==> config.mk <==
export PLATFORM = sky130hd
export DESIGN_NAME = cpu_core
export DESIGN_NICKNAME = d
export VERILOG_FILES = /design/src/design/isa_pkg.sv /design/src/design/pipe_pkg.sv /design/src/design/reg_file.sv /design/src/design/decode_stage.sv /design/src/design/execute_stage.sv /design/src/design/mem_wb_stage.sv /design/src/design/pipeline_control.sv /design/src/design/cpu_core.sv
export VERILOG_INCLUDE_DIRS = /design/src /design/src/design
export SDC_FILE = /design/constraint.sdc
export NUM_CORES = 2
export LEC_CHECK = 0
export BUFFER_PORTS_ARGS = -buffer_cell sky130_fd_sc_hd__buf_2
export CORE_AREA = 5 5 260 262
export DETAILED_ROUTE_END_ITERATION = 8
export DIE_AREA = 0 0 265 267
export PLACE_DENSITY_LB_ADDON = 0.12
export REMOVE_ABC_BUFFERS = 1
export SLEW_MARGIN = 20
export SYNTH_ARGS = -nofsm -noshare
export SYNTH_HDL_FRONTEND = slang
export SYNTH_SLANG_ARGS = --single-unit
==> constraint.sdc <==
create_clock -name clk -period 44.9 [get_ports clk]
set_clock_uncertainty 0.1 [all_clocks]
set_input_delay 2.245 -clock clk [delete_from_list [all_inputs] [get_ports clk]]
set_output_delay 2.245 -clock clk [all_outputs]
set_load 0.02 [all_outputs]
==> src/design/cpu_macros.svh <==
`ifndef CPU_MACROS_SVH
`define CPU_MACROS_SVH

// datapath and register index widths
`define WORD_W      32
`define REG_ADDR_W  4

// r15 reads as the pc
`define PC_REG      4'd15

// fetch stepping
`define PC_STEP     32'd4
`define PC_RESET    32'h0000_0000

`endif

==> src/design/isa_pkg.sv <==
package isa_pkg;

    // instruction class, bits 27:26
    typedef enum logic [1:0] {
        DATA   = 2'b00,
        MEMORY = 2'b01,
        BRANCH = 2'b10
    } op_class_e;

    // data-processing opcode, bits 24:21
    typedef enum logic [3:0] {
        AND = 4'b0000,
        SUB = 4'b0010,
        ADD = 4'b0100,
        CMP = 4'b1010,
        ORR = 4'b1100,
        MOV = 4'b1101
    } alu_cmd_e;

    // condition field, bits 31:28
    typedef enum logic [3:0] {
        EQ = 4'b0000,
        NE = 4'b0001,
        MI = 4'b0100,
        PL = 4'b0101,
        AL = 4'b1110
    } cond_e;

    typedef enum logic [1:0] {IMM8, IMM12, BR24} imm_src_e;

endpackage

==> src/design/pipe_pkg.sv <==
package pipe_pkg;

    // operand source seen by the execute stage
    typedef enum logic [1:0] {
        FWD_REG = 2'b00,
        FWD_WB  = 2'b01,
        FWD_MEM = 2'b10
    } fwd_sel_e;

endpackage

==> src/design/reg_file.sv <==
`timescale 1ns/1ps
`include "cpu_macros.svh"

module reg_file (
    input  logic                   clk,
    input  logic                   reset,
    input  logic [`REG_ADDR_W-1:0] ra1,
    input  logic [`REG_ADDR_W-1:0] ra2,
    input  logic [`WORD_W-1:0]     pc_plus8,
    input  logic                   we,
    input  logic [`REG_ADDR_W-1:0] wa,
    input  logic [`WORD_W-1:0]     wd,
    output logic [`WORD_W-1:0]     rd1,
    output logic [`WORD_W-1:0]     rd2
);

    // r0 to r14 only
    logic [`WORD_W-1:0] regs [0:14];

    always_ff @(posedge clk or posedge reset) begin
        if (reset) begin
            for (int i = 0; i < 15; i++) begin
                regs[i] <= '0;
            end
        end else if (we && wa != `PC_REG) begin
            regs[wa] <= wd;
        end
    end

    // r15 first, then same-cycle writeback bypass
    function automatic logic [`WORD_W-1:0] read_port(input logic [`REG_ADDR_W-1:0] ra);
        if (ra == `PC_REG) begin
            return pc_plus8;
        end else if (we && wa == ra) begin
            return wd;
        end else begin
            return regs[ra];
        end
    endfunction

    assign rd1 = read_port(ra1);
    assign rd2 = read_port(ra2);

endmodule

==> src/design/decode_stage.sv <==
`timescale 1ns/1ps
`include "cpu_macros.svh"

module decode_stage (
    input  logic                   clk,
    input  logic                   reset,
    input  logic [`WORD_W-1:0]     instr_f,
    input  logic [`WORD_W-1:0]     pc_f,
    input  logic                   stall_f_d,
    input  logic                   flush_d,
    input  logic                   reg_write_w,
    input  logic [`REG_ADDR_W-1:0] wa3_w,
    input  logic [`WORD_W-1:0]     result_w,
    output logic [`REG_ADDR_W-1:0] ra1_d,
    output logic [`REG_ADDR_W-1:0] ra2_d,
    output logic [`REG_ADDR_W-1:0] wa3_d,
    output logic [`WORD_W-1:0]     rd1_d,
    output logic [`WORD_W-1:0]     rd2_d,
    output logic [`WORD_W-1:0]     ext_imm_d,
    output isa_pkg::alu_cmd_e      alu_cmd_d,
    output isa_pkg::cond_e         cond_d,
    output logic                   alu_src_d,
    output logic                   set_flags_d,
    output logic                   reg_write_d,
    output logic                   mem_write_d,
    output logic                   mem_to_reg_d,
    output logic                   branch_d
);
    import isa_pkg::*;

    logic [`WORD_W-1:0] instr_d;
    logic [`WORD_W-1:0] pc_d;
    logic               valid_d;
    op_class_e          op_class;
    imm_src_e           imm_src;
    logic               is_cmp;

    ////////////////////
    // if/id register
    always_ff @(posedge clk or posedge reset) begin
        if (reset) begin
            valid_d <= 1'b0;
        end else if (flush_d) begin
            valid_d <= 1'b0;
        end else if (!stall_f_d) begin
            valid_d <= 1'b1;
        end
    end

    always_ff @(posedge clk) begin
        if (!stall_f_d) begin
            instr_d <= instr_f;
            pc_d    <= pc_f;
        end
    end

    ////////////////////
    // control decode
    assign op_class = op_class_e'(instr_d[27:26]);
    assign cond_d   = cond_e'(instr_d[31:28]);
    assign wa3_d    = instr_d[15:12];
    assign is_cmp   = alu_cmd_e'(instr_d[24:21]) == CMP;

    // str reads rd as store data
    assign ra2_d = mem_write_d ? instr_d[15:12] : instr_d[3:0];

    always_comb begin
        alu_cmd_d    = ADD;
        alu_src_d    = 1'b1;
        imm_src      = IMM8;
        set_flags_d  = 1'b0;
        reg_write_d  = 1'b0;
        mem_write_d  = 1'b0;
        mem_to_reg_d = 1'b0;
        branch_d     = 1'b0;
        ra1_d        = instr_d[19:16];
        if (valid_d) begin
            case (op_class)
                DATA: begin
                    alu_cmd_d   = alu_cmd_e'(instr_d[24:21]);
                    alu_src_d   = instr_d[25];
                    set_flags_d = instr_d[20] || is_cmp;
                    reg_write_d = !is_cmp;
                end
                MEMORY: begin
                    // bit 20 is L here
                    imm_src      = IMM12;
                    reg_write_d  = instr_d[20];
                    mem_to_reg_d = instr_d[20];
                    mem_write_d  = !instr_d[20];
                end
                BRANCH: begin
                    imm_src  = BR24;
                    branch_d = 1'b1;
                    ra1_d    = `PC_REG;
                end
                default: begin
                    branch_d = 1'b0;
                end
            endcase
        end
        // r15 is never written
        if (wa3_d == `PC_REG) begin
            reg_write_d = 1'b0;
        end
    end

    always_comb begin
        case (imm_src)
            IMM12:   ext_imm_d = {20'b0, instr_d[11:0]};
            BR24:    ext_imm_d = {{6{instr_d[23]}}, instr_d[23:0], 2'b00};
            default: ext_imm_d = {24'b0, instr_d[7:0]};
        endcase
    end

    reg_file u_reg_file (
        .clk      (clk),
        .reset    (reset),
        .ra1      (ra1_d),
        .ra2      (ra2_d),
        .pc_plus8 (pc_d + `PC_STEP + `PC_STEP),
        .we       (reg_write_w),
        .wa       (wa3_w),
        .wd       (result_w),
        .rd1      (rd1_d),
        .rd2      (rd2_d)
    );

endmodule

==> src/design/execute_stage.sv <==
`timescale 1ns/1ps
`include "cpu_macros.svh"

module execute_stage (
    input  logic                   clk,
    input  logic                   reset,
    input  logic                   bubble_e,
    input  logic [`REG_ADDR_W-1:0] wa3_d,
    input  logic [`WORD_W-1:0]     rd1_d,
    input  logic [`WORD_W-1:0]     rd2_d,
    input  logic [`WORD_W-1:0]     ext_imm_d,
    input  isa_pkg::alu_cmd_e      alu_cmd_d,
    input  isa_pkg::cond_e         cond_d,
    input  logic                   alu_src_d,
    input  logic                   set_flags_d,
    input  logic                   reg_write_d,
    input  logic                   mem_write_d,
    input  logic                   mem_to_reg_d,
    input  logic                   branch_d,
    input  pipe_pkg::fwd_sel_e     fwd_a_e,
    input  pipe_pkg::fwd_sel_e     fwd_b_e,
    input  logic [`WORD_W-1:0]     alu_out_m,
    input  logic [`WORD_W-1:0]     result_w,
    output logic [`WORD_W-1:0]     alu_result_e,
    output logic [`WORD_W-1:0]     write_data_e,
    output logic [`REG_ADDR_W-1:0] wa3_e,
    output logic                   reg_write_e,
    output logic                   mem_write_e,
    output logic                   mem_to_reg_e,
    output logic                   branch_taken_e,
    output logic [`WORD_W-1:0]     branch_target_e
);
    import isa_pkg::*;
    import pipe_pkg::*;

    logic [`WORD_W-1:0] rd1_q;
    logic [`WORD_W-1:0] rd2_q;
    logic [`WORD_W-1:0] ext_imm_q;
    alu_cmd_e           alu_cmd_q;
    cond_e              cond_q;
    logic               alu_src_q;
    logic               set_flags_q;
    logic               reg_write_q;
    logic               mem_write_q;
    logic               branch_q;
    logic               flag_n;
    logic               flag_z;
    logic               cond_ok;
    logic [`WORD_W-1:0] src_a;
    logic [`WORD_W-1:0] src_b;

    ////////////////////
    // id/ex register
    always_ff @(posedge clk or posedge reset) begin
        if (reset) begin
            set_flags_q  <= 1'b0;
            reg_write_q  <= 1'b0;
            mem_write_q  <= 1'b0;
            mem_to_reg_e <= 1'b0;
            branch_q     <= 1'b0;
        end else begin
            // a bubble drops every side effect
            set_flags_q  <= set_flags_d && !bubble_e;
            reg_write_q  <= reg_write_d && !bubble_e;
            mem_write_q  <= mem_write_d && !bubble_e;
            mem_to_reg_e <= mem_to_reg_d && !bubble_e;
            branch_q     <= branch_d && !bubble_e;
        end
    end

    always_ff @(posedge clk) begin
        rd1_q     <= rd1_d;
        rd2_q     <= rd2_d;
        ext_imm_q <= ext_imm_d;
        alu_cmd_q <= alu_cmd_d;
        cond_q    <= cond_d;
        alu_src_q <= alu_src_d;
        wa3_e     <= wa3_d;
    end

    function automatic logic [`WORD_W-1:0] fwd_mux(input fwd_sel_e sel,
                                                   input logic [`WORD_W-1:0] reg_val);
        case (sel)
            FWD_MEM: return alu_out_m;
            FWD_WB:  return result_w;
            default: return reg_val;
        endcase
    endfunction

    ////////////////////
    // operands and alu
    assign src_a        = fwd_mux(fwd_a_e, rd1_q);
    assign write_data_e = fwd_mux(fwd_b_e, rd2_q);
    assign src_b        = alu_src_q ? ext_imm_q : write_data_e;

    always_comb begin
        case (alu_cmd_q)
            AND:     alu_result_e = src_a & src_b;
            SUB:     alu_result_e = src_a - src_b;
            CMP:     alu_result_e = src_a - src_b;
            ORR:     alu_result_e = src_a | src_b;
            MOV:     alu_result_e = src_b;
            default: alu_result_e = src_a + src_b;
        endcase
    end

    // codes outside the five never execute
    always_comb begin
        case (cond_q)
            EQ:      cond_ok = flag_z;
            NE:      cond_ok = !flag_z;
            MI:      cond_ok = flag_n;
            PL:      cond_ok = !flag_n;
            AL:      cond_ok = 1'b1;
            default: cond_ok = 1'b0;
        endcase
    end

    always_ff @(posedge clk or posedge reset) begin
        if (reset) begin
            flag_n <= 1'b0;
            flag_z <= 1'b0;
        end else if (set_flags_q && cond_ok) begin
            flag_n <= alu_result_e[`WORD_W-1];
            flag_z <= alu_result_e == '0;
        end
    end

    assign reg_write_e     = reg_write_q && cond_ok;
    assign mem_write_e     = mem_write_q && cond_ok;
    assign branch_taken_e  = branch_q && cond_ok;
    assign branch_target_e = alu_result_e;

endmodule

==> src/design/mem_wb_stage.sv <==
`timescale 1ns/1ps
`include "cpu_macros.svh"

module mem_wb_stage (
    input  logic                   clk,
    input  logic                   reset,
    input  logic [`WORD_W-1:0]     alu_result_e,
    input  logic [`WORD_W-1:0]     write_data_e,
    input  logic [`REG_ADDR_W-1:0] wa3_e,
    input  logic                   reg_write_e,
    input  logic                   mem_write_e,
    input  logic                   mem_to_reg_e,
    input  logic [`WORD_W-1:0]     dmem_rdata,
    output logic [`WORD_W-1:0]     dmem_addr,
    output logic [`WORD_W-1:0]     dmem_wdata,
    output logic                   dmem_we,
    output logic [`WORD_W-1:0]     alu_out_m,
    output logic [`REG_ADDR_W-1:0] wa3_m,
    output logic                   reg_write_m,
    output logic                   mem_to_reg_m,
    output logic [`WORD_W-1:0]     result_w,
    output logic [`REG_ADDR_W-1:0] wa3_w,
    output logic                   reg_write_w
);

    logic               mem_to_reg_w;
    logic [`WORD_W-1:0] alu_out_w;
    logic [`WORD_W-1:0] read_data_w;

    ////////////////////
    // ex/m and m/w control
    always_ff @(posedge clk or posedge reset) begin
        if (reset) begin
            reg_write_m  <= 1'b0;
            mem_to_reg_m <= 1'b0;
            dmem_we      <= 1'b0;
            reg_write_w  <= 1'b0;
            mem_to_reg_w <= 1'b0;
        end else begin
            reg_write_m  <= reg_write_e;
            mem_to_reg_m <= mem_to_reg_e;
            dmem_we      <= mem_write_e;
            reg_write_w  <= reg_write_m;
            mem_to_reg_w <= mem_to_reg_m;
        end
    end

    always_ff @(posedge clk) begin
        alu_out_m   <= alu_result_e;
        dmem_wdata  <= write_data_e;
        wa3_m       <= wa3_e;
        alu_out_w   <= alu_out_m;
        read_data_w <= dmem_rdata;
        wa3_w       <= wa3_m;
    end

    assign dmem_addr = alu_out_m;
    assign result_w  = mem_to_reg_w ? read_data_w : alu_out_w;

endmodule

==> src/design/pipeline_control.sv <==
`timescale 1ns/1ps
`include "cpu_macros.svh"

module pipeline_control (
    input  logic                   clk,
    input  logic                   reset,
    input  logic [`REG_ADDR_W-1:0] ra1_d,
    input  logic [`REG_ADDR_W-1:0] ra2_d,
    input  logic [`REG_ADDR_W-1:0] wa3_e,
    input  logic                   mem_to_reg_e,
    input  logic                   reg_write_m,
    input  logic [`REG_ADDR_W-1:0] wa3_m,
    input  logic                   reg_write_w,
    input  logic [`REG_ADDR_W-1:0] wa3_w,
    input  logic                   branch_taken_e,
    input  logic [`WORD_W-1:0]     branch_target_e,
    output logic [`WORD_W-1:0]     imem_addr,
    output logic                   stall_f_d,
    output logic                   bubble_e,
    output logic                   flush_d,
    output pipe_pkg::fwd_sel_e     fwd_a_e,
    output pipe_pkg::fwd_sel_e     fwd_b_e
);
    import pipe_pkg::*;

    logic [`REG_ADDR_W-1:0] ra1_e;
    logic [`REG_ADDR_W-1:0] ra2_e;
    logic                   load_use;

    ////////////////////
    // hazards
    assign load_use  = mem_to_reg_e && (ra1_d == wa3_e || ra2_d == wa3_e);
    assign stall_f_d = load_use;
    assign bubble_e  = load_use || branch_taken_e;
    assign flush_d   = branch_taken_e;

    always_ff @(posedge clk or posedge reset) begin
        if (reset) begin
            imem_addr <= `PC_RESET;
        end else if (branch_taken_e) begin
            imem_addr <= branch_target_e;
        end else if (!load_use) begin
            imem_addr <= imem_addr + `PC_STEP;
        end
    end

    // source indexes of the instruction now in execute
    always_ff @(posedge clk) begin
        ra1_e <= ra1_d;
        ra2_e <= ra2_d;
    end

    // memory stage is younger, so it wins
    function automatic fwd_sel_e fwd_select(input logic [`REG_ADDR_W-1:0] ra);
        if (reg_write_m && wa3_m == ra) begin
            return FWD_MEM;
        end else if (reg_write_w && wa3_w == ra) begin
            return FWD_WB;
        end else begin
            return FWD_REG;
        end
    endfunction

    assign fwd_a_e = fwd_select(ra1_e);
    assign fwd_b_e = fwd_select(ra2_e);

endmodule

==> src/design/cpu_core.sv <==
`timescale 1ns/1ps
`include "cpu_macros.svh"

module cpu_core (
    input  logic                clk,
    input  logic                reset,
    output logic [`WORD_W-1:0]  imem_addr,
    input  logic [`WORD_W-1:0]  imem_data,
    output logic [`WORD_W-1:0]  dmem_addr,
    output logic [`WORD_W-1:0]  dmem_wdata,
    output logic                dmem_we,
    input  logic [`WORD_W-1:0]  dmem_rdata
);
    import isa_pkg::*;
    import pipe_pkg::*;

    // hazard unit
    logic                   stall_f_d;
    logic                   bubble_e;
    logic                   flush_d;
    fwd_sel_e               fwd_a_e;
    fwd_sel_e               fwd_b_e;

    // decode to execute
    logic [`REG_ADDR_W-1:0] ra1_d;
    logic [`REG_ADDR_W-1:0] ra2_d;
    logic [`REG_ADDR_W-1:0] wa3_d;
    logic [`WORD_W-1:0]     rd1_d;
    logic [`WORD_W-1:0]     rd2_d;
    logic [`WORD_W-1:0]     ext_imm_d;
    alu_cmd_e               alu_cmd_d;
    cond_e                  cond_d;
    logic                   alu_src_d;
    logic                   set_flags_d;
    logic                   reg_write_d;
    logic                   mem_write_d;
    logic                   mem_to_reg_d;
    logic                   branch_d;

    // execute, memory and writeback
    logic [`WORD_W-1:0]     alu_result_e;
    logic [`WORD_W-1:0]     write_data_e;
    logic [`REG_ADDR_W-1:0] wa3_e;
    logic                   reg_write_e;
    logic                   mem_write_e;
    logic                   mem_to_reg_e;
    logic                   branch_taken_e;
    logic [`WORD_W-1:0]     branch_target_e;
    logic [`WORD_W-1:0]     alu_out_m;
    logic [`REG_ADDR_W-1:0] wa3_m;
    logic                   reg_write_m;
    logic                   mem_to_reg_m;
    logic [`WORD_W-1:0]     result_w;
    logic [`REG_ADDR_W-1:0] wa3_w;
    logic                   reg_write_w;

    decode_stage u_decode (
        .instr_f (imem_data),
        .pc_f    (imem_addr),
        .*
    );

    execute_stage u_execute (.*);

    mem_wb_stage u_mem_wb (.*);

    pipeline_control u_control (.*);

endmodule

==> results.md <==
* Outcome: complete, no violations
* Post-synthesis compound-gate area fraction at roughly a fifth
* Vias at just over 40k
* Clock root cell: clkbuf_16
* Xor/xnor cell area share of the yosys netlist at under 10%
* Seq/Total Area, Yosys at a little under half
* Row cnt at 94
* Setup Buffers After CTS at 0
* CTS tree: built
* Max-slew violations at 0
* CP endpoint: u_execute.flag_z
* Final Cycle Share at 16.0%
* Congestion Overflow GR at 0
* R2R Path End: u_execute.flag_z
* Slack of the critical path at between 30 and 40 ns
* Iteration-0 DRC Markers at around 6.6k
* Core area at about 65000 um2
* Port-buffer cells at roughly 160
* Min Tclk post-route at about 7.2 ns
* Slew headroom at between 10% and 20%
* Largest family of logic cells by synthesized area: simple AND/OR/NAND/NOR gates
* Mapped Area at ~43000 um2
* Die Footprint at between 70000 and 80000 um2
* Leak at 20.2 nW
* Worst path max stage delay at approximately 0.85 ns
* Worst hold slack at 0.242 ns
* Post-synthesis sequential element count at about 840
* Clk buf depth at 3
* Top_reg_cell synth: dfrtp_1
* Asr flop ratio synth at 62.8%
* Crit path depth at 23
* HP Class: reg2reg
* Post-route setup TNS at 0 ns
* Crit Path Max Fanout at 54
* Final Power at about 2.5 mW
* Arr. time, crit path at around 7.6 ns
* CP delay by family, top: compound AO/OA/AOI/OAI gates
* Synthesis Warnings at 0
* Post-route insts no fill at ~6.0k
* Worst-margin pin slew at 1.31 ns
* Die H at roughly 270 um
* Share of layout cells above drive strength 1 at 10.1%
* Post-Place Cells at a little under 6k
* Worst path bufs/invs at 0
* RSZ-0062 raised after global routing: no
* Maximum clock rate at 140 MHz
* Maxcap violations at 0
* Post-DP HPWL at around 100000 um
* Synth Area in Simple Gates at between 10% and 20%
* Tot GR Track Use at 44.8%
* Post-Syn Instances at just over 5k
* Reg2Reg Launch Point: u_mem_wb.wa3_w[1]
* GPL Wtd Cong at slightly above 1
* Critical path origin: u_mem_wb.wa3_w[1]
* DRT Pass-1 Iters at 9
* Reg clk slew, reported paths at 0.06 ns
* Most common cell in the synthesized netlist: nand2_1
* CP Cell Sequence: xnor2_1 -> and3_2 -> a21oi_1 -> o31ai_1 -> mux2i_1 -> ha_1 -> o21ai_1 -> and2b_1 -> nand4_1 -> o21ai_0 -> xnor2_1 -> ha_1 -> a21oi_1 -> o211ai_1 -> o21ai_0 -> o21a_1 -> o21ai_0 -> o31ai_1 -> nor3b_1 -> nand4_1 -> nor4_1 -> nand4_1 -> o31ai_1
* Vias/cell at 6.83
* Synth top cells by count: nand2_1 (829), a21oi_1 (697), dfrtp_1 (525), nor2_1 (497), clkbuf_1 (335)
* Post-Synth Adder-Cell Area at 1.24%
* Routed WL at between 150000 and 200000 um
* Io pins at 163
* Synth area leaders: dfrtp_1 (31%), dfxtp_1 (11%), a21oi_1 (8.1%)
* R2R setup slack at between 30 and 40 ns
* Area Overhead vs Synth at 9.96%
* Post-synth EDFFs at 64
* DRC at 0
* CP Class: reg2reg
* Register Area at about 20000 um2
* Portion of netlist area occupied by mux cells at 6.57%
* Starting density of the core at roughly 66%
* Vias in the first global route at a little under 40k
* Yosys top cell by area: dfrtp_1
* Num Clock Sinks at roughly 840
* DRT antenna net count at 0
* Area of the multi-input gates at ~21000 um2
* Resized Gates After CTS at 0
* Setup crit end kind: flop
* FILL cells at 4994
* CTS Hold Bufs at 0
* Kind of start point of the critical path: flop
* Pre-CTS WS at ~38 ns
* CTS buffer count at between 80 and 90
* CP max-delay cell: and3_2
* Largest net degree at the start of global routing at about 130
* Synth Area per Inst at 8.46 um2
* Post-synth top area share at 30.5%
* First-pass GRT wire length at approximately 240000 um
* Routed WL per cell at ~27 um
* NumNets Final at just over 5k
* CTS H-Tree Depth at 3
* Post-synthesis cell type count at 86
* Initial antenna violation count at 9
* # setup viols final at 0
* Final Hold Fails at 0
* Later-pin clock latency in the skew report at between 0.6 and 0.7 ns
* DIE WIDTH at ~270 um
* Worst Reg-to-Reg Cells at 23
* Pwr Density at 52.1 nW/um2
* Max VDD drop at 0.0000385 V
* Critical Path RT at approximately 45 ns
==> how the worst min path moves through the flow <==
stage                               from             endpoint  slack, ns  cells after the start
finish              u_decode.instr_d[31]  u_execute.cond_q[3]       0.24                      0
global route        u_decode.instr_d[31]  u_execute.cond_q[3]       0.26                      0
CTS                 u_decode.instr_d[31]  u_execute.cond_q[3]       0.24                      0
detailed placement  u_decode.instr_d[31]  u_execute.cond_q[3]       0.23                      0
global placement    u_decode.instr_d[31]  u_execute.cond_q[3]       0.22                      0
floorplan           u_decode.instr_d[28]  u_execute.cond_q[0]       0.22                      0
==> metrics by stage <==
stage	instance area [um2]	utilization, %
floorplan	41300	-
global placement	44300	68.0
detailed placement	44300	68.0
CTS	47300	72.6
global route	47300	72.6
finish	47300	72.7
==> sequential cells by signal (all words and copies together) (netlist names), 26 cells and up <==
name                      count
u_control.imem_addr          32
u_decode.instr_d             32
u_decode.pc_d                32
u_decode.u_reg_file.regs    480
u_execute.ext_imm_q          26
u_execute.rd1_q              32
u_execute.rd2_q              32
u_mem_wb.alu_out_m           32
u_mem_wb.alu_out_w           32
u_mem_wb.dmem_wdata          32
u_mem_wb.read_data_w         32
==> area by class of cell <==
class	count	share of cell area [%]
inverter	45	0.391
tap	864	2.28
multi-input combinational	3786	45.3
sequential	836	42.3
timing repair buffer	268	3.47
clock buffer	132	5.54
antenna	3	0.0159
clock inverter	32	0.759
==> worst reg2reg max path: cells and delay by family, from the launching register on <==
family | cells | cell delay [ns]
compound gates | 11 | 2.70
xor+xnor | 2 | 0.37
fa+ha+maj | 2 | 0.72
flops | 1 | 0.61
mux | 1 | 0.21
simple gates | 7 | 2.32
==> where the power goes <==
part / switching, mW / total (mW) / internal [mW] / leakage (nW)
combinational: 0.446 / 0.657 / 0.212 / 8.91
clock: 0.315 / 0.754 / 0.439 / 1.46
sequential: 0.154 / 1.06 / 0.903 / 9.80
==> cell usage in the layout (no fill, tap or decap), types with 19 or more instances in the layout <==
cell / count
nand2_1: 827
dfrtp_1: 524
a211oi_1: 54
mux2_2: 26
o2111ai_1: 21
buf_2: 162
dfxtp_1: 246
inv_1: 38
nor2b_1: 27
ha_1: 41
nor2_1: 482
edfxtp_1: 64
o31ai_1: 53
and2_1: 33
xor2_1: 62
clkbuf_16: 91
nor3_1: 38
clkbuf_8: 19
xnor2_1: 77
clkbuf_1: 22
o221ai_1: 52
o21ai_0: 316
buf_4: 103
nand3_1: 313
nand2b_1: 25
a21oi_1: 697
nand4_1: 27
o21ai_1: 19
a311oi_1: 21
a31oi_1: 48
mux2i_1: 239
and3_1: 49
==> layer usage <==
layer	vias up	GRT usage, %	part of all wire [%]
met5	-	0	0.029
met3	734	14.8	14
met4	6	24.7	6.8
li1	17700	-	-
met2	2989	64.1	42
met1	19300	60.5	37
==> kinds of logic after synthesis <==
| family | Yosys count |
|---|---|
| flip-flops | 836 |
| multiplexers | 278 |
| adder cells (fa/ha/maj) | 42 |
| AO/OA/AOI/OAI | 1413 |
| AND/OR/NAND/NOR | 1913 |
| buffers and inverters | 465 |
| XOR/XNOR | 140 |
No activity file was read; power rests on OpenSTA's default activity.
